## src/logic/exu_cfg_pkg.sv

```systemverilog
////////////////////////////////////////////////////////////
// Execute stage configuration
////////////////////////////////////////////////////////////

package exu_cfg_pkg;

   // Datapath widths
   localparam int XLEN = 32;            // Integer data word
   localparam int PC_W = 31;            // PC without bit 0, halfword aligned

   // Branch history
   localparam int GHR_SIZE_DEF = 8;     // Default global history length

endpackage

```

## src/logic/exu_op_pkg.sv

```systemverilog
////////////////////////////////////////////////////////////
// Execute stage opcodes and bypass sources
////////////////////////////////////////////////////////////

package exu_op_pkg;

   typedef enum logic [3:0] {
      ADD,                              // Integer ops
      SUB,
      AND,
      OR,
      XOR,
      SLT,
      SLTU,
      SLL,
      SRL,
      SRA,
      BEQ,                              // Conditional branches
      BNE,
      BLT,
      BGE,
      JAL                               // Unconditional jump, result is PC+4
   } alu_op_e;

   typedef enum logic {
      MUL_LO,                           // Low product word
      MUL_HI                            // High product word, signed x signed
   } mul_op_e;

   // Bit positions within the one-hot bypass vectors
   typedef enum logic [1:0] {
      BYP_R    = 2'd0,
      BYP_LOAD = 2'd1,
      BYP_X    = 2'd2
   } byp_src_e;

endpackage

```

## src/logic/exu_operand_sel.sv

```systemverilog
////////////////////////////////////////////////////////////
// D-stage operand selection
////////////////////////////////////////////////////////////

`timescale 1ns/1ns

module exu_operand_sel (
   input  logic [exu_cfg_pkg::XLEN-1:0] i_rs1_d,           // GPR RS1
   input  logic [exu_cfg_pkg::XLEN-1:0] i_rs2_d,           // GPR RS2
   input  logic [exu_cfg_pkg::XLEN-1:0] i_imm_d,           // Decoded immediate
   input  logic [exu_cfg_pkg::PC_W-1:0] i_pc_d,            // Instruction PC
   input  logic                         i_select_pc_d,     // PC replaces RS1
   input  logic                         i_select_imm_d,    // Immediate replaces RS2
   input  logic [2:0]                   i_rs1_byp_d,       // One-hot, indexed by byp_src_e
   input  logic [2:0]                   i_rs2_byp_d,
   input  logic [exu_cfg_pkg::XLEN-1:0] i_result_x,        // X-stage result
   input  logic [exu_cfg_pkg::XLEN-1:0] i_result_r,        // R-stage result
   input  logic [exu_cfg_pkg::XLEN-1:0] i_load_result_m,   // M-stage load data
   output logic [exu_cfg_pkg::XLEN-1:0] o_op_a,
   output logic [exu_cfg_pkg::XLEN-1:0] o_op_b,
   output logic [exu_cfg_pkg::XLEN-1:0] o_rs2_val          // RS2 without immediate
);

   localparam int XLEN = exu_cfg_pkg::XLEN;

   logic [XLEN-1:0] rs1_fwd;
   logic [XLEN-1:0] rs2_fwd;
   logic            rs1_byp_any;
   logic            rs2_byp_any;

   // AND-OR of every source enabled in the one-hot vector
   function automatic logic [XLEN-1:0] fwd_data(input logic [2:0] byp);
      logic [XLEN-1:0] data;
      data = ({XLEN{byp[exu_op_pkg::BYP_R]}}    & i_result_r)      |
             ({XLEN{byp[exu_op_pkg::BYP_LOAD]}} & i_load_result_m) |
             ({XLEN{byp[exu_op_pkg::BYP_X]}}    & i_result_x);
      return data;
   endfunction

   always_comb begin
      rs1_fwd = fwd_data(i_rs1_byp_d);
      rs2_fwd = fwd_data(i_rs2_byp_d);
   end

   assign rs1_byp_any = |i_rs1_byp_d;
   assign rs2_byp_any = |i_rs2_byp_d;

   always_comb begin
      if (rs1_byp_any) begin
         o_op_a = rs1_fwd;
      end else if (i_select_pc_d) begin
         o_op_a = {i_pc_d, 1'b0};                          // For jumps
      end else begin
         o_op_a = i_rs1_d;
      end
   end

   // Multiplier takes this one, never the immediate
   assign o_rs2_val = rs2_byp_any ? rs2_fwd : i_rs2_d;

   assign o_op_b = (!rs2_byp_any && i_select_imm_d) ? i_imm_d : o_rs2_val;

endmodule

```

## src/logic/exu_alu.sv

```systemverilog
////////////////////////////////////////////////////////////
// ALU and branch resolution
////////////////////////////////////////////////////////////

`timescale 1ns/1ns

module exu_alu (
   input  logic                         clk,
   input  logic                         i_arst_n,
   input  logic                         i_x_en,            // Accept into X
   input  logic                         i_valid_d,
   input  exu_op_pkg::alu_op_e          i_alu_op_d,
   input  logic [exu_cfg_pkg::XLEN-1:0] i_op_a,
   input  logic [exu_cfg_pkg::XLEN-1:0] i_op_b,
   input  logic [exu_cfg_pkg::PC_W-1:0] i_pc_d,
   input  logic [exu_cfg_pkg::XLEN-1:0] i_imm_d,           // Branch or jump offset
   input  logic                         i_pred_taken_d,
   output logic [exu_cfg_pkg::XLEN-1:0] o_alu_result_x,
   output logic [exu_cfg_pkg::PC_W-1:0] o_pc_x,
   output logic                         o_branch_d,        // Valid branch or jump
   output logic                         o_taken_d,         // Actual direction
   output logic                         o_flush_upper_d,   // Mispredict at D
   output logic [exu_cfg_pkg::PC_W-1:0] o_flush_path_d     // Correct path
);

   localparam int XLEN = exu_cfg_pkg::XLEN;
   localparam int PC_W = exu_cfg_pkg::PC_W;

   logic [XLEN-1:0] result_d;
   logic [PC_W-1:0] pc_plus4;
   logic [PC_W-1:0] target;
   logic            eq;
   logic            lt;
   logic            is_br;
   logic            actual_taken;

   assign eq       = (i_op_a == i_op_b);
   assign lt       = ($signed(i_op_a) < $signed(i_op_b));
   assign pc_plus4 = i_pc_d + PC_W'(2);                    // Halfword units
   assign target   = i_pc_d + i_imm_d[XLEN-1:1];

   always_comb begin
      result_d     = '0;
      is_br        = 1'b0;
      actual_taken = 1'b0;
      case (i_alu_op_d)
         exu_op_pkg::ADD:  result_d = i_op_a + i_op_b;
         exu_op_pkg::SUB:  result_d = i_op_a - i_op_b;
         exu_op_pkg::AND:  result_d = i_op_a & i_op_b;
         exu_op_pkg::OR:   result_d = i_op_a | i_op_b;
         exu_op_pkg::XOR:  result_d = i_op_a ^ i_op_b;
         exu_op_pkg::SLT:  result_d = {{(XLEN-1){1'b0}}, lt};
         exu_op_pkg::SLTU: result_d = {{(XLEN-1){1'b0}}, (i_op_a < i_op_b)};
         exu_op_pkg::SLL:  result_d = i_op_a << i_op_b[4:0];
         exu_op_pkg::SRL:  result_d = i_op_a >> i_op_b[4:0];
         exu_op_pkg::SRA:  result_d = $signed(i_op_a) >>> i_op_b[4:0];
         exu_op_pkg::BEQ: begin
            is_br        = 1'b1;
            actual_taken = eq;
         end
         exu_op_pkg::BNE: begin
            is_br        = 1'b1;
            actual_taken = !eq;
         end
         exu_op_pkg::BLT: begin
            is_br        = 1'b1;
            actual_taken = lt;
         end
         exu_op_pkg::BGE: begin
            is_br        = 1'b1;
            actual_taken = !lt;
         end
         exu_op_pkg::JAL: begin
            is_br        = 1'b1;
            actual_taken = 1'b1;
            result_d     = {i_pc_d, 1'b0} + XLEN'(4);      // Link address
         end
         default: result_d = '0;
      endcase
   end

   assign o_branch_d      = i_valid_d & is_br;
   assign o_taken_d       = o_branch_d & actual_taken;
   assign o_flush_upper_d = o_branch_d & (actual_taken != i_pred_taken_d);
   assign o_flush_path_d  = actual_taken ? target : pc_plus4;

   always_ff @(posedge clk or negedge i_arst_n) begin
      if (!i_arst_n) begin
         o_alu_result_x <= '0;
         o_pc_x         <= '0;
      end else if (i_x_en) begin
         o_alu_result_x <= result_d;
         o_pc_x         <= i_pc_d;
      end
   end

endmodule

```

## src/logic/exu_mul.sv

```systemverilog
////////////////////////////////////////////////////////////
// Signed multiplier
////////////////////////////////////////////////////////////

`timescale 1ns/1ns

module exu_mul (
   input  logic                         clk,
   input  logic                         i_arst_n,
   input  logic                         i_x_en,            // Accept into X
   input  logic                         i_mul_d,           // Multiply in D
   input  exu_op_pkg::mul_op_e          i_mul_op_d,
   input  logic [exu_cfg_pkg::XLEN-1:0] i_op_a,
   input  logic [exu_cfg_pkg::XLEN-1:0] i_rs2_val,
   output logic [exu_cfg_pkg::XLEN-1:0] o_mul_result_x
);

   localparam int XLEN = exu_cfg_pkg::XLEN;

   logic signed [XLEN-1:0]   a_s;
   logic signed [XLEN-1:0]   b_s;
   logic signed [2*XLEN-1:0] prod;

   // Quiet the array when no multiply is in D
   assign a_s  = i_op_a    & {XLEN{i_mul_d}};
   assign b_s  = i_rs2_val & {XLEN{i_mul_d}};
   assign prod = (2*XLEN)'(a_s) * (2*XLEN)'(b_s);          // Sign extended to full width

   always_ff @(posedge clk or negedge i_arst_n) begin
      if (!i_arst_n) begin
         o_mul_result_x <= '0;
      end else if (i_x_en) begin
         if (i_mul_op_d == exu_op_pkg::MUL_HI) begin
            o_mul_result_x <= prod[2*XLEN-1:XLEN];
         end else begin
            o_mul_result_x <= prod[XLEN-1:0];
         end
      end
   end

endmodule

```

## src/logic/exu_ctl.sv

```systemverilog
////////////////////////////////////////////////////////////
// Execute stage control and branch history
////////////////////////////////////////////////////////////

`timescale 1ns/1ns

module exu_ctl #(
   parameter int GHR_SIZE = exu_cfg_pkg::GHR_SIZE_DEF
) (
   input  logic                         clk,
   input  logic                         i_arst_n,
   input  logic                         i_valid_d,
   input  logic                         i_mul_d,
   input  logic                         i_branch_d,        // Valid branch or jump at D
   input  logic                         i_taken_d,
   input  logic                         i_flush_upper_d,   // D-stage mispredict
   input  logic [exu_cfg_pkg::PC_W-1:0] i_flush_path_d,
   input  logic                         i_flush_lower_r,   // Older flush from R
   input  logic [exu_cfg_pkg::PC_W-1:0] i_flush_path_r,
   input  logic [exu_cfg_pkg::XLEN-1:0] i_alu_result_x,
   input  logic [exu_cfg_pkg::XLEN-1:0] i_mul_result_x,
   output logic                         o_x_en,
   output logic [exu_cfg_pkg::XLEN-1:0] o_result_x,
   output logic                         o_valid_x,
   output logic                         o_flush_final,
   output logic [exu_cfg_pkg::PC_W-1:0] o_flush_path_final,
   output logic [GHR_SIZE-1:0]          o_ghr_d,
   output logic                         o_mp_valid_x,
   output logic [GHR_SIZE-1:0]          o_mp_ghr_x
);

   logic                mul_x;
   logic                branch_x;
   logic                taken_x;
   logic [GHR_SIZE-1:0] ghr_d;
   logic [GHR_SIZE-1:0] ghr_d_ns;
   logic [GHR_SIZE-1:0] ghr_x;
   logic [GHR_SIZE-1:0] ghr_x_ns;

   assign o_x_en = i_valid_d & ~i_flush_lower_r;

   always_ff @(posedge clk or negedge i_arst_n) begin
      if (!i_arst_n) begin
         o_valid_x    <= 1'b0;
         o_mp_valid_x <= 1'b0;
         mul_x        <= 1'b0;
         branch_x     <= 1'b0;
         taken_x      <= 1'b0;
      end else begin
         o_valid_x    <= o_x_en;
         o_mp_valid_x <= o_x_en & i_flush_upper_d;
         branch_x     <= o_x_en & i_branch_d;
         taken_x      <= o_x_en & i_taken_d;
         if (o_x_en) begin
            mul_x <= i_mul_d;                              // Holds X result select
         end
      end
   end

   // D history, restored from X on an older flush
   always_comb begin
      if (i_flush_lower_r) begin
         ghr_d_ns = ghr_x;
      end else if (i_branch_d) begin
         ghr_d_ns = {ghr_d[GHR_SIZE-2:0], i_taken_d};
      end else begin
         ghr_d_ns = ghr_d;
      end
   end

   assign ghr_x_ns = branch_x ? {ghr_x[GHR_SIZE-2:0], taken_x} : ghr_x;

   always_ff @(posedge clk or negedge i_arst_n) begin
      if (!i_arst_n) begin
         ghr_d <= '0;
         ghr_x <= '0;
      end else begin
         ghr_d <= ghr_d_ns;
         ghr_x <= ghr_x_ns;
      end
   end

   assign o_ghr_d    = ghr_d;
   assign o_mp_ghr_x = o_mp_valid_x ? ghr_d : ghr_x;       // Mispredict sees D history

   // Older R-stage flush wins
   assign o_flush_final      = i_flush_lower_r | i_flush_upper_d;
   assign o_flush_path_final =
      ({exu_cfg_pkg::PC_W{i_flush_lower_r}}                    & i_flush_path_r) |
      ({exu_cfg_pkg::PC_W{~i_flush_lower_r & i_flush_upper_d}} & i_flush_path_d);

   assign o_result_x = mul_x ? i_mul_result_x : i_alu_result_x;

endmodule

```

## src/logic/exu_top.sv

```systemverilog
////////////////////////////////////////////////////////////
// Integer execute stage
////////////////////////////////////////////////////////////

`timescale 1ns/1ns

module exu_top #(
   parameter int GHR_SIZE = exu_cfg_pkg::GHR_SIZE_DEF
) (
   input  logic                         clk,
   input  logic                         i_arst_n,
   input  logic                         i_valid_d,
   input  exu_op_pkg::alu_op_e          i_alu_op_d,
   input  logic                         i_mul_d,
   input  exu_op_pkg::mul_op_e          i_mul_op_d,
   input  logic [exu_cfg_pkg::XLEN-1:0] i_rs1_d,
   input  logic [exu_cfg_pkg::XLEN-1:0] i_rs2_d,
   input  logic [exu_cfg_pkg::XLEN-1:0] i_imm_d,
   input  logic                         i_select_imm_d,
   input  logic [exu_cfg_pkg::PC_W-1:0] i_pc_d,
   input  logic                         i_select_pc_d,
   input  logic [2:0]                   i_rs1_byp_d,
   input  logic [2:0]                   i_rs2_byp_d,
   input  logic [exu_cfg_pkg::XLEN-1:0] i_result_r,
   input  logic [exu_cfg_pkg::XLEN-1:0] i_load_result_m,
   input  logic                         i_pred_taken_d,
   input  logic                         i_flush_lower_r,
   input  logic [exu_cfg_pkg::PC_W-1:0] i_flush_path_r,
   output logic [exu_cfg_pkg::XLEN-1:0] o_result_x,
   output logic                         o_valid_x,
   output logic [exu_cfg_pkg::PC_W-1:0] o_pc_x,
   output logic                         o_flush_final,
   output logic [exu_cfg_pkg::PC_W-1:0] o_flush_path_final,
   output logic [GHR_SIZE-1:0]          o_ghr_d,
   output logic                         o_mp_valid_x,
   output logic [GHR_SIZE-1:0]          o_mp_ghr_x
);

   logic [exu_cfg_pkg::XLEN-1:0] op_a;
   logic [exu_cfg_pkg::XLEN-1:0] op_b;
   logic [exu_cfg_pkg::XLEN-1:0] rs2_val;
   logic [exu_cfg_pkg::XLEN-1:0] alu_result_x;
   logic [exu_cfg_pkg::XLEN-1:0] mul_result_x;
   logic [exu_cfg_pkg::PC_W-1:0] flush_path_d;
   logic                         x_en;
   logic                         branch_d;
   logic                         taken_d;
   logic                         flush_upper_d;

   exu_operand_sel exu_operand_sel_inst (
      .i_rs1_d         (i_rs1_d),
      .i_rs2_d         (i_rs2_d),
      .i_imm_d         (i_imm_d),
      .i_pc_d          (i_pc_d),
      .i_select_pc_d   (i_select_pc_d),
      .i_select_imm_d  (i_select_imm_d),
      .i_rs1_byp_d     (i_rs1_byp_d),
      .i_rs2_byp_d     (i_rs2_byp_d),
      .i_result_x      (o_result_x),                       // BYP_X path
      .i_result_r      (i_result_r),
      .i_load_result_m (i_load_result_m),
      .o_op_a          (op_a),
      .o_op_b          (op_b),
      .o_rs2_val       (rs2_val)
   );

   exu_alu exu_alu_inst (
      .clk             (clk),
      .i_arst_n        (i_arst_n),
      .i_x_en          (x_en),
      .i_valid_d       (i_valid_d),
      .i_alu_op_d      (i_alu_op_d),
      .i_op_a          (op_a),
      .i_op_b          (op_b),
      .i_pc_d          (i_pc_d),
      .i_imm_d         (i_imm_d),
      .i_pred_taken_d  (i_pred_taken_d),
      .o_alu_result_x  (alu_result_x),
      .o_pc_x          (o_pc_x),
      .o_branch_d      (branch_d),
      .o_taken_d       (taken_d),
      .o_flush_upper_d (flush_upper_d),
      .o_flush_path_d  (flush_path_d)
   );

   exu_mul exu_mul_inst (
      .clk             (clk),
      .i_arst_n        (i_arst_n),
      .i_x_en          (x_en),
      .i_mul_d         (i_mul_d),
      .i_mul_op_d      (i_mul_op_d),
      .i_op_a          (op_a),
      .i_rs2_val       (rs2_val),
      .o_mul_result_x  (mul_result_x)
   );

   exu_ctl #(
      .GHR_SIZE (GHR_SIZE)
   ) exu_ctl_inst (
      .clk                (clk),
      .i_arst_n           (i_arst_n),
      .i_valid_d          (i_valid_d),
      .i_mul_d            (i_mul_d),
      .i_branch_d         (branch_d),
      .i_taken_d          (taken_d),
      .i_flush_upper_d    (flush_upper_d),
      .i_flush_path_d     (flush_path_d),
      .i_flush_lower_r    (i_flush_lower_r),
      .i_flush_path_r     (i_flush_path_r),
      .i_alu_result_x     (alu_result_x),
      .i_mul_result_x     (mul_result_x),
      .o_x_en             (x_en),
      .o_result_x         (o_result_x),
      .o_valid_x          (o_valid_x),
      .o_flush_final      (o_flush_final),
      .o_flush_path_final (o_flush_path_final),
      .o_ghr_d            (o_ghr_d),
      .o_mp_valid_x       (o_mp_valid_x),
      .o_mp_ghr_x         (o_mp_ghr_x)
   );

endmodule

```

## config.mk

```make
export PLATFORM = sky130hd
export DESIGN_NAME = exu_top
export DESIGN_NICKNAME = d
export VERILOG_FILES = /design/src/logic/exu_cfg_pkg.sv /design/src/logic/exu_op_pkg.sv /design/src/logic/exu_operand_sel.sv /design/src/logic/exu_alu.sv /design/src/logic/exu_mul.sv /design/src/logic/exu_ctl.sv /design/src/logic/exu_top.sv
export SDC_FILE = /design/constraint.sdc
export NUM_CORES = 2
export LEC_CHECK = 0
export ABC_AREA = 1
export BUFFER_PORTS_ARGS = -buffer_cell sky130_fd_sc_hd__buf_2
export CAP_MARGIN = 20
export CORE_MARGIN = 2
export CORE_UTILIZATION = 35
export CTS_CLUSTER_DIAMETER = 80
export DETAILED_ROUTE_END_ITERATION = 10
export PLACE_DENSITY = 0.54
export SYNTH_ARGS = -nofsm -noshare
export SYNTH_HDL_FRONTEND = slang
export SYNTH_SLANG_ARGS = --single-unit
export TNS_END_PERCENT = 100
```

## constraint.sdc

```tcl
create_clock -name clk -period 9.6 [get_ports clk]
set_clock_uncertainty 0.2 [all_clocks]
set_input_delay 1.44 -clock clk [delete_from_list [all_inputs] [get_ports clk]]
set_output_delay 1.44 -clock clk [all_outputs]
set_load 0.02 [all_outputs]
```

# ---- After elaboration in Yosys (flattened, before gate mapping)
# Index checks and enable logic that the tools add are counted.
dict set report totals {
  register_bits 116
  out_inout_bits 113
}
dict set report classes {
  reduce_logical 9
  addsub 5
  magnitude_cmp 2
  n_mul 1
  mux 13
  bitwise_logic 28
  n_shift 3
  eq_ne 16
}
# cell n
set ops {}
lappend ops {{32-bit case mux with 11 select lines} 1}
lappend ops {{32-bit bitwise AND} 9}
lappend ops {{32-bit 2-to-1 mux} 6}
lappend ops {{32-bit bitwise OR} 5}
lappend ops {{32-bit < comparator} 2}
lappend ops {{32-bit by 32-bit multiplier with 64-bit output} 1}
lappend ops {{31-bit bitwise AND} 2}
lappend ops {{32-bit by 3-bit adder with 32-bit output (second input constant)} 1}
lappend ops {{32-bit adder} 1}
lappend ops {{32-bit equality test} 1}
lappend ops {{32-bit by 5-bit left shift with 32-bit output} 1}
lappend ops {{32-bit by 5-bit >> shifter with 32-bit output} 1}
lappend ops {{32-bit by 5-bit >>> shifter with 32-bit output} 1}
lappend ops {{32-bit subtractor} 1}
lappend ops {{32-bit bitwise XOR} 1}
lappend ops {{31-bit by 2-bit adder with 31-bit output (second input constant)} 1}
lappend ops {{31-bit adder} 1}
lappend ops {{31-bit 2-to-1 mux} 1}
lappend ops {{31-bit bitwise OR} 1}
lappend ops {{4-bit equality test (second input constant)} 7}
lappend ops {{8-bit 2-to-1 mux} 3}
lappend ops {{4-bit by 3-bit equality test with 1-bit output (second input constant)} 4}
lappend ops {{1-bit bitwise AND} 8}
lappend ops {{4-bit by 2-bit equality test with 1-bit output (second input constant)} 2}
lappend ops {{other kinds (12)} 15}

# ---- Logic depth before layout (Yosys ltp)
dict set report depth {
  depth_word 13
  ltp_mapped 44
  depth_no_buf 41
}

# ---- Hierarchy
# A second synthesis with hierarchy kept.
dict set report hier_totals {
  cells_unflattened 8705
  area_unflattened_um2 58726.3
}
# module seq_area_each_um2 cells_each instances area_per_inst_um2
set by_module_without_submodules {}
lappend by_module_without_submodules {exu_mul 800.8 4845 1 38897.3}
lappend by_module_without_submodules {exu_alu 1576.5 2840 1 15189.6}
lappend by_module_without_submodules {exu_operand_sel 0.0 688 1 2777.7}
lappend by_module_without_submodules {exu_ctl 525.5 332 1 1861.8}

# ---- Worst setup path before layout
# Ideal clock, no wire load.
dict set report synth_timing {
  path_kind {input to register}
  startpoint {in i_rs2_byp_d[1]}
  endpoint {reg exu_mul_inst.o_mul_result_x[29] (netlist bit)}
  path_stages 36
  arrival_ps 9142
  setup_time_ps 117
  setup_slack_ps 141
  t_required_ps 9283
  path_buffers 2
  path_cell_list {nor2_4 -> nand2_1 -> inv_2 -> buf_4 -> clkbuf_1 -> nand2_1 -> nand4_1 -> nand2_1 -> nor2_1 -> fa_1 -> inv_1 -> fa_1 -> inv_1 -> fa_1 -> fa_1 -> inv_1 -> fa_1 -> inv_1 -> fa_1 -> inv_1 -> fa_1 -> inv_1 -> fa_1 -> ha_1 -> a21oi_1 -> inv_1 -> a31oi_1 -> inv_1 -> a21oi_1 -> o21ai_0 -> nor3_1 -> nand2_1 -> o21ai_0 -> nand2_1 -> nand2_1 -> nand2_1}
}
dict set report synth_via {
  elab_chain_cells 7
}
# item line_no
set synth_rtl {}
lappend synth_rtl {{from (decl)} exu_top.sv:23} ;# input logic [2:0] i_rs2_byp_d,
lappend synth_rtl {{32-bit bitwise AND} exu_operand_sel.sv:35} ;# ({XLEN{byp[exu_op_pkg::BYP_LOAD]}} & i_load_result_m) |
lappend synth_rtl {{32-bit bitwise OR} exu_operand_sel.sv:34} ;# data = ({XLEN{byp[exu_op_pkg::BYP_R]}} & i_result_r) |
lappend synth_rtl {{32-bit bitwise OR} exu_operand_sel.sv:35}
lappend synth_rtl {{32-bit 2-to-1 mux (*)} exu_operand_sel.sv:59} ;# assign o_rs2_val = rs2_byp_any ? rs2_fwd : i_rs2_d;
lappend synth_rtl {{32-bit bitwise AND (*)} exu_mul.sv:26} ;# assign b_s = i_rs2_val & {XLEN{i_mul_d}};
lappend synth_rtl {{32-bit by 32-bit multiplier with 64-bit output (*)} exu_mul.sv:27} ;# assign prod = (2*XLEN)'(a_s) * (2*XLEN)'(b_s);
lappend synth_rtl {{32-bit 2-to-1 mux (*)} exu_mul.sv:33} ;# if (i_mul_op_d == exu_op_pkg::MUL_HI) begin
lappend synth_rtl {{to (signal assigned)} exu_mul.sv:34} ;# o_mul_result_x <= prod[2*XLEN-1:XLEN];
lappend synth_rtl {{to (signal assigned)} exu_mul.sv:36} ;# o_mul_result_x <= prod[XLEN-1:0];
lappend synth_rtl {{to (decl)} exu_mul.sv:15} ;# output logic [exu_cfg_pkg::XLEN-1:0] o_mul_result_x
# Every way passes the cells marked *; elsewhere a longest branch is shown, timed or not.
# A chain may end at the register's enable or synchronous reset.

# ---- Worst setup path after layout
dict set report layout_timing {
  startpoint {in i_select_pc_d}
  endpoint {reg exu_mul_inst.o_mul_result_x[19] (netlist bit)}
}
dict set report layout_via {
  elab_chain_cells 5
}
# item line_no
set layout_rtl {}
lappend layout_rtl {{from (decl)} exu_top.sv:21} ;# input logic i_select_pc_d,
lappend layout_rtl {{32-bit 2-to-1 mux} exu_operand_sel.sv:51} ;# end else if (i_select_pc_d) begin
lappend layout_rtl {{32-bit 2-to-1 mux} exu_operand_sel.sv:49} ;# if (rs1_byp_any) begin
lappend layout_rtl {{32-bit bitwise AND} exu_mul.sv:25} ;# assign a_s = i_op_a & {XLEN{i_mul_d}};
lappend layout_rtl {{32-bit by 32-bit multiplier with 64-bit output} exu_mul.sv:27}
lappend layout_rtl {{32-bit 2-to-1 mux} exu_mul.sv:33}
# Every way passes these cells.

==> run_results.csv <==
group,metric,value,unit
route,firstDrtPassIters,6,
clock_tree,cts.clk_slew.worst_paths,0.07,ns
route,postRouteAntennaNets,0,
synth,synth-simple-area-share,26.7,%
synth,synth_ff_type,"dfrtp_1",
final_layout,nFillCells,17077,
route,num_vias,60139,
synth,synth_common_cells,"2037 x nand2_1, 1498 x inv_1, 1085 x fa_1",
timing,fmax,0.106,GHz
synth,synth-edff-count,0,
global_routing,track_usage,37.7,%
place,gp_congestion,1.06,
clock_tree,clk_path_buf_depth,2,
final_layout,area_growth,19.9,%
floorplan,fp.dieH,405,microns
setup_path,cpMaxStageDelayCell,"fa_1",
final_layout,multi_input_area,0.0464,sq mm
floorplan,core_area,0.160,sq mm
setup_path,crit_buf_inv,11,
synth,synth_compound_gate_area_share,8.79,%
floorplan,rows,147,
setup_path,setup.worst_path.class,"in2reg",
synth,muxShareOfSynthArea,0,%
route,vias_per_cell,5.42,
clock_tree,numCtsBuffers,17,
timing,finalHoldViolations,0,
synth,synth_most_common_cell,"nand2_1",
timing,worstMarginPinSlew,1.13,ns
synth,synth_cells,7965,
setup_path,path_max_fanout,19,
synth,yosys-top-cells-area,"fa_1 39%, nand2_1 14%, inv_1 10%",
timing,min_period_over_period,98.0,%
timing,fin_crit,9.41,ns
timing,slew-limit-headroom,23.8,%
synth,synth-async-reset-ratio,100,%
final_layout,stdcell_area,0.0676,sq mm
route,drtIter0Drc,7121,
synth,synth_top_family_by_area,"adder cells",
outcome,status,"completed",
clock_tree,insertion_delay,0.53,ns
timing,setup_ws,0.192,ns
setup_path,start_kind,"input pin",
synth,synth_top_area_share,38.5,%
floorplan,start_util,35.2,%
global_routing,grt_max_degree,75,
setup_path,critPathTopFamily,"adder cells",
synth,synth.yosys.seq_area_share,5.15,%
setup_path,cpMostUsedCell,"nand2_1",
route,drc,0,
final_layout,seqCellArea,0.00290,sq mm
timing,finalSetupViolCount,0,
floorplan,io_pins,354,
synth,ys_types,61,
global_routing,grt_pass1_vias,60115,
place,dp_slack,-0.439,ns
route,finalWirelength,308,mm
global_routing,antenna_found_initial,34,
clock_tree,cts_tree,"yes",
synth,synth_nets,9603,
floorplan,fp.dieArea,0.164,sq mm
place,postPlaceCellArea,0.0668,sq mm
final_layout,layout-drive-gt1-share,15.7,%
setup_path,worstPathArrival,9.62,ns
place,portBuffers,353,
clock_tree,cts_root_buffer,"clkbuf_16",
global_routing,grt_overflow_total,0,
synth,synth_xor_xnor_area_share,1.15,%
global_routing,grt_pass1_wl,437,mm
synth,syn-cell-area,0.0563,sq mm
setup_path,cp_data_required_time,9.82,ns
synth,yosys.area.top_type,"fa_1",
setup_path,cp-end-kind,"flip-flop",
flow_run,maxCapViolations,0,
synth,synth.avg_cell_area,7.07,sq um
clock_tree,htreeDepth,4,
floorplan,dieWidth,405,microns
clock_tree,clock_sinks,116,
synth,ys_ff_latch,116,
worst_hold_path,hp-class,"reg2reg",
synth,synth_warnings,0,
place,hpwl,269,mm
setup_path,cp_slowest_stage_delay,0.58,ns
timing,maxSlewViolCount,0,
route,post_drt_wl_per_cell,27.7,microns
synth,synth_fa_ha_area_share,45.5,%
clock_tree,postCtsHoldBufs,0,
timing,tns,0,ns
final_layout,nets,10535,
-- logic make-up after synthesis --
family	after synthesis
AND/OR/NAND/NOR	3659
XOR/XNOR	74
adder cells (fa/ha/maj)	1397
AO/OA/AOI/OAI	866
flip-flops	116
buffers and inverters	1853
-- layout make-up --
type                            instances  share of cell area (%)
Multi-Input combinational cell       5996                    68.6
Timing Repair Buffer                 1231                    13.6
Clock buffer                           18                   0.650
Clock inverter                         14                   0.217
Sequential cell                       116                    4.30
Tap cell                             2160                    4.00
Inverter                             1535                    8.56
Antenna cell                           24                  0.0889
-- metrics by stage --
| stage | hold slack (ns) | utilization [%] | std cells |
|---|---|---|---|
| after detailed placement | 0.259 | 41.7 | 11034 |
| final | 0.274 | 42.2 | 11094 |
| after floorplan | 0.230 | - | 7965 |
| after global placement | 0.254 | 41.7 | 11034 |
| after CTS | 0.272 | 42.0 | 11066 |
| after global routing | 0.300 | 42.2 | 11090 |
-- state kept, by name (all words and copies together), names as in the netlist --
name / cells
exu_alu_inst.o_alu_result_x: 32
exu_mul_inst.o_mul_result_x: 32
exu_alu_inst.o_pc_x: 31
exu_ctl_inst.ghr_x: 8
exu_ctl_inst.o_ghr_d: 8
exu_ctl_inst.branch_x: 1
exu_ctl_inst.mul_x: 1
exu_ctl_inst.o_mp_valid_x: 1
exu_ctl_inst.o_valid_x: 1
exu_ctl_inst.taken_x: 1
-- cell usage in the layout (no fill, tap or decap), types with 24 or more instances in the layout --
cell type  count
xor2_1        45
diode_2       24
buf_4        809
o21ai_1       30
ha_1         312
a31oi_1       30
nor3_1        46
o22ai_1       24
xnor2_1       29
nand2_1     2031
buf_2        352
o211ai_1      51
buf_12        63
a21oi_1      279
o21ai_0      312
inv_2         26
nand3_1      516
inv_1       1490
dfrtp_1      115
fa_1        1082
nand4_1       82
a21o_1        24
nor2_1       859
-- timing repair --
item,in CTS,in global routing
endpoints found under the hold margin,0,0
gates resized for setup,0,49
buffers inserted,0,4
endpoints found under the setup margin,0,31
-- tightest hold or removal path: stages, from the launching register on --
cell and delay, ns:
dfrtp_1 0.34, nand2_1 0.04, o21ai_0 0.06
-- final timing paths --
kind | startpoint | endpoint | slack, ns | cells past startpoint
setup / recovery | i_select_pc_d | exu_mul_inst.o_mul_result_x[19] | 0.19 | 34
hold / removal | exu_ctl_inst.ghr_x[2] | exu_ctl_inst.ghr_x[3] | 0.27 | 2
setup reg to reg | exu_ctl_inst.mul_x | exu_mul_inst.o_mul_result_x[13] | 0.29 | 35
hold reg to reg | exu_ctl_inst.ghr_x[2] | exu_ctl_inst.ghr_x[3] | 0.27 | 2
max in group asynchronous | i_arst_n | exu_mul_inst.o_mul_result_x[5] | 7.01 | 2
min in group asynchronous | i_arst_n | exu_ctl_inst.o_ghr_d[1] | 0.75 | 1
-- layer usage --
layer	GRT usage, %	part of all wire (%)	up-vias
li1	-	-	26199
met1	50.6	41	30071
met2	55.4	42	3216
met3	8.50	10	647
met4	22.0	7.1	6
met5	0	0.013	-
Power is left out: the tool's default activity adds up to more than one toggle a clock period on the data nets, which glitch-free logic cannot reach.
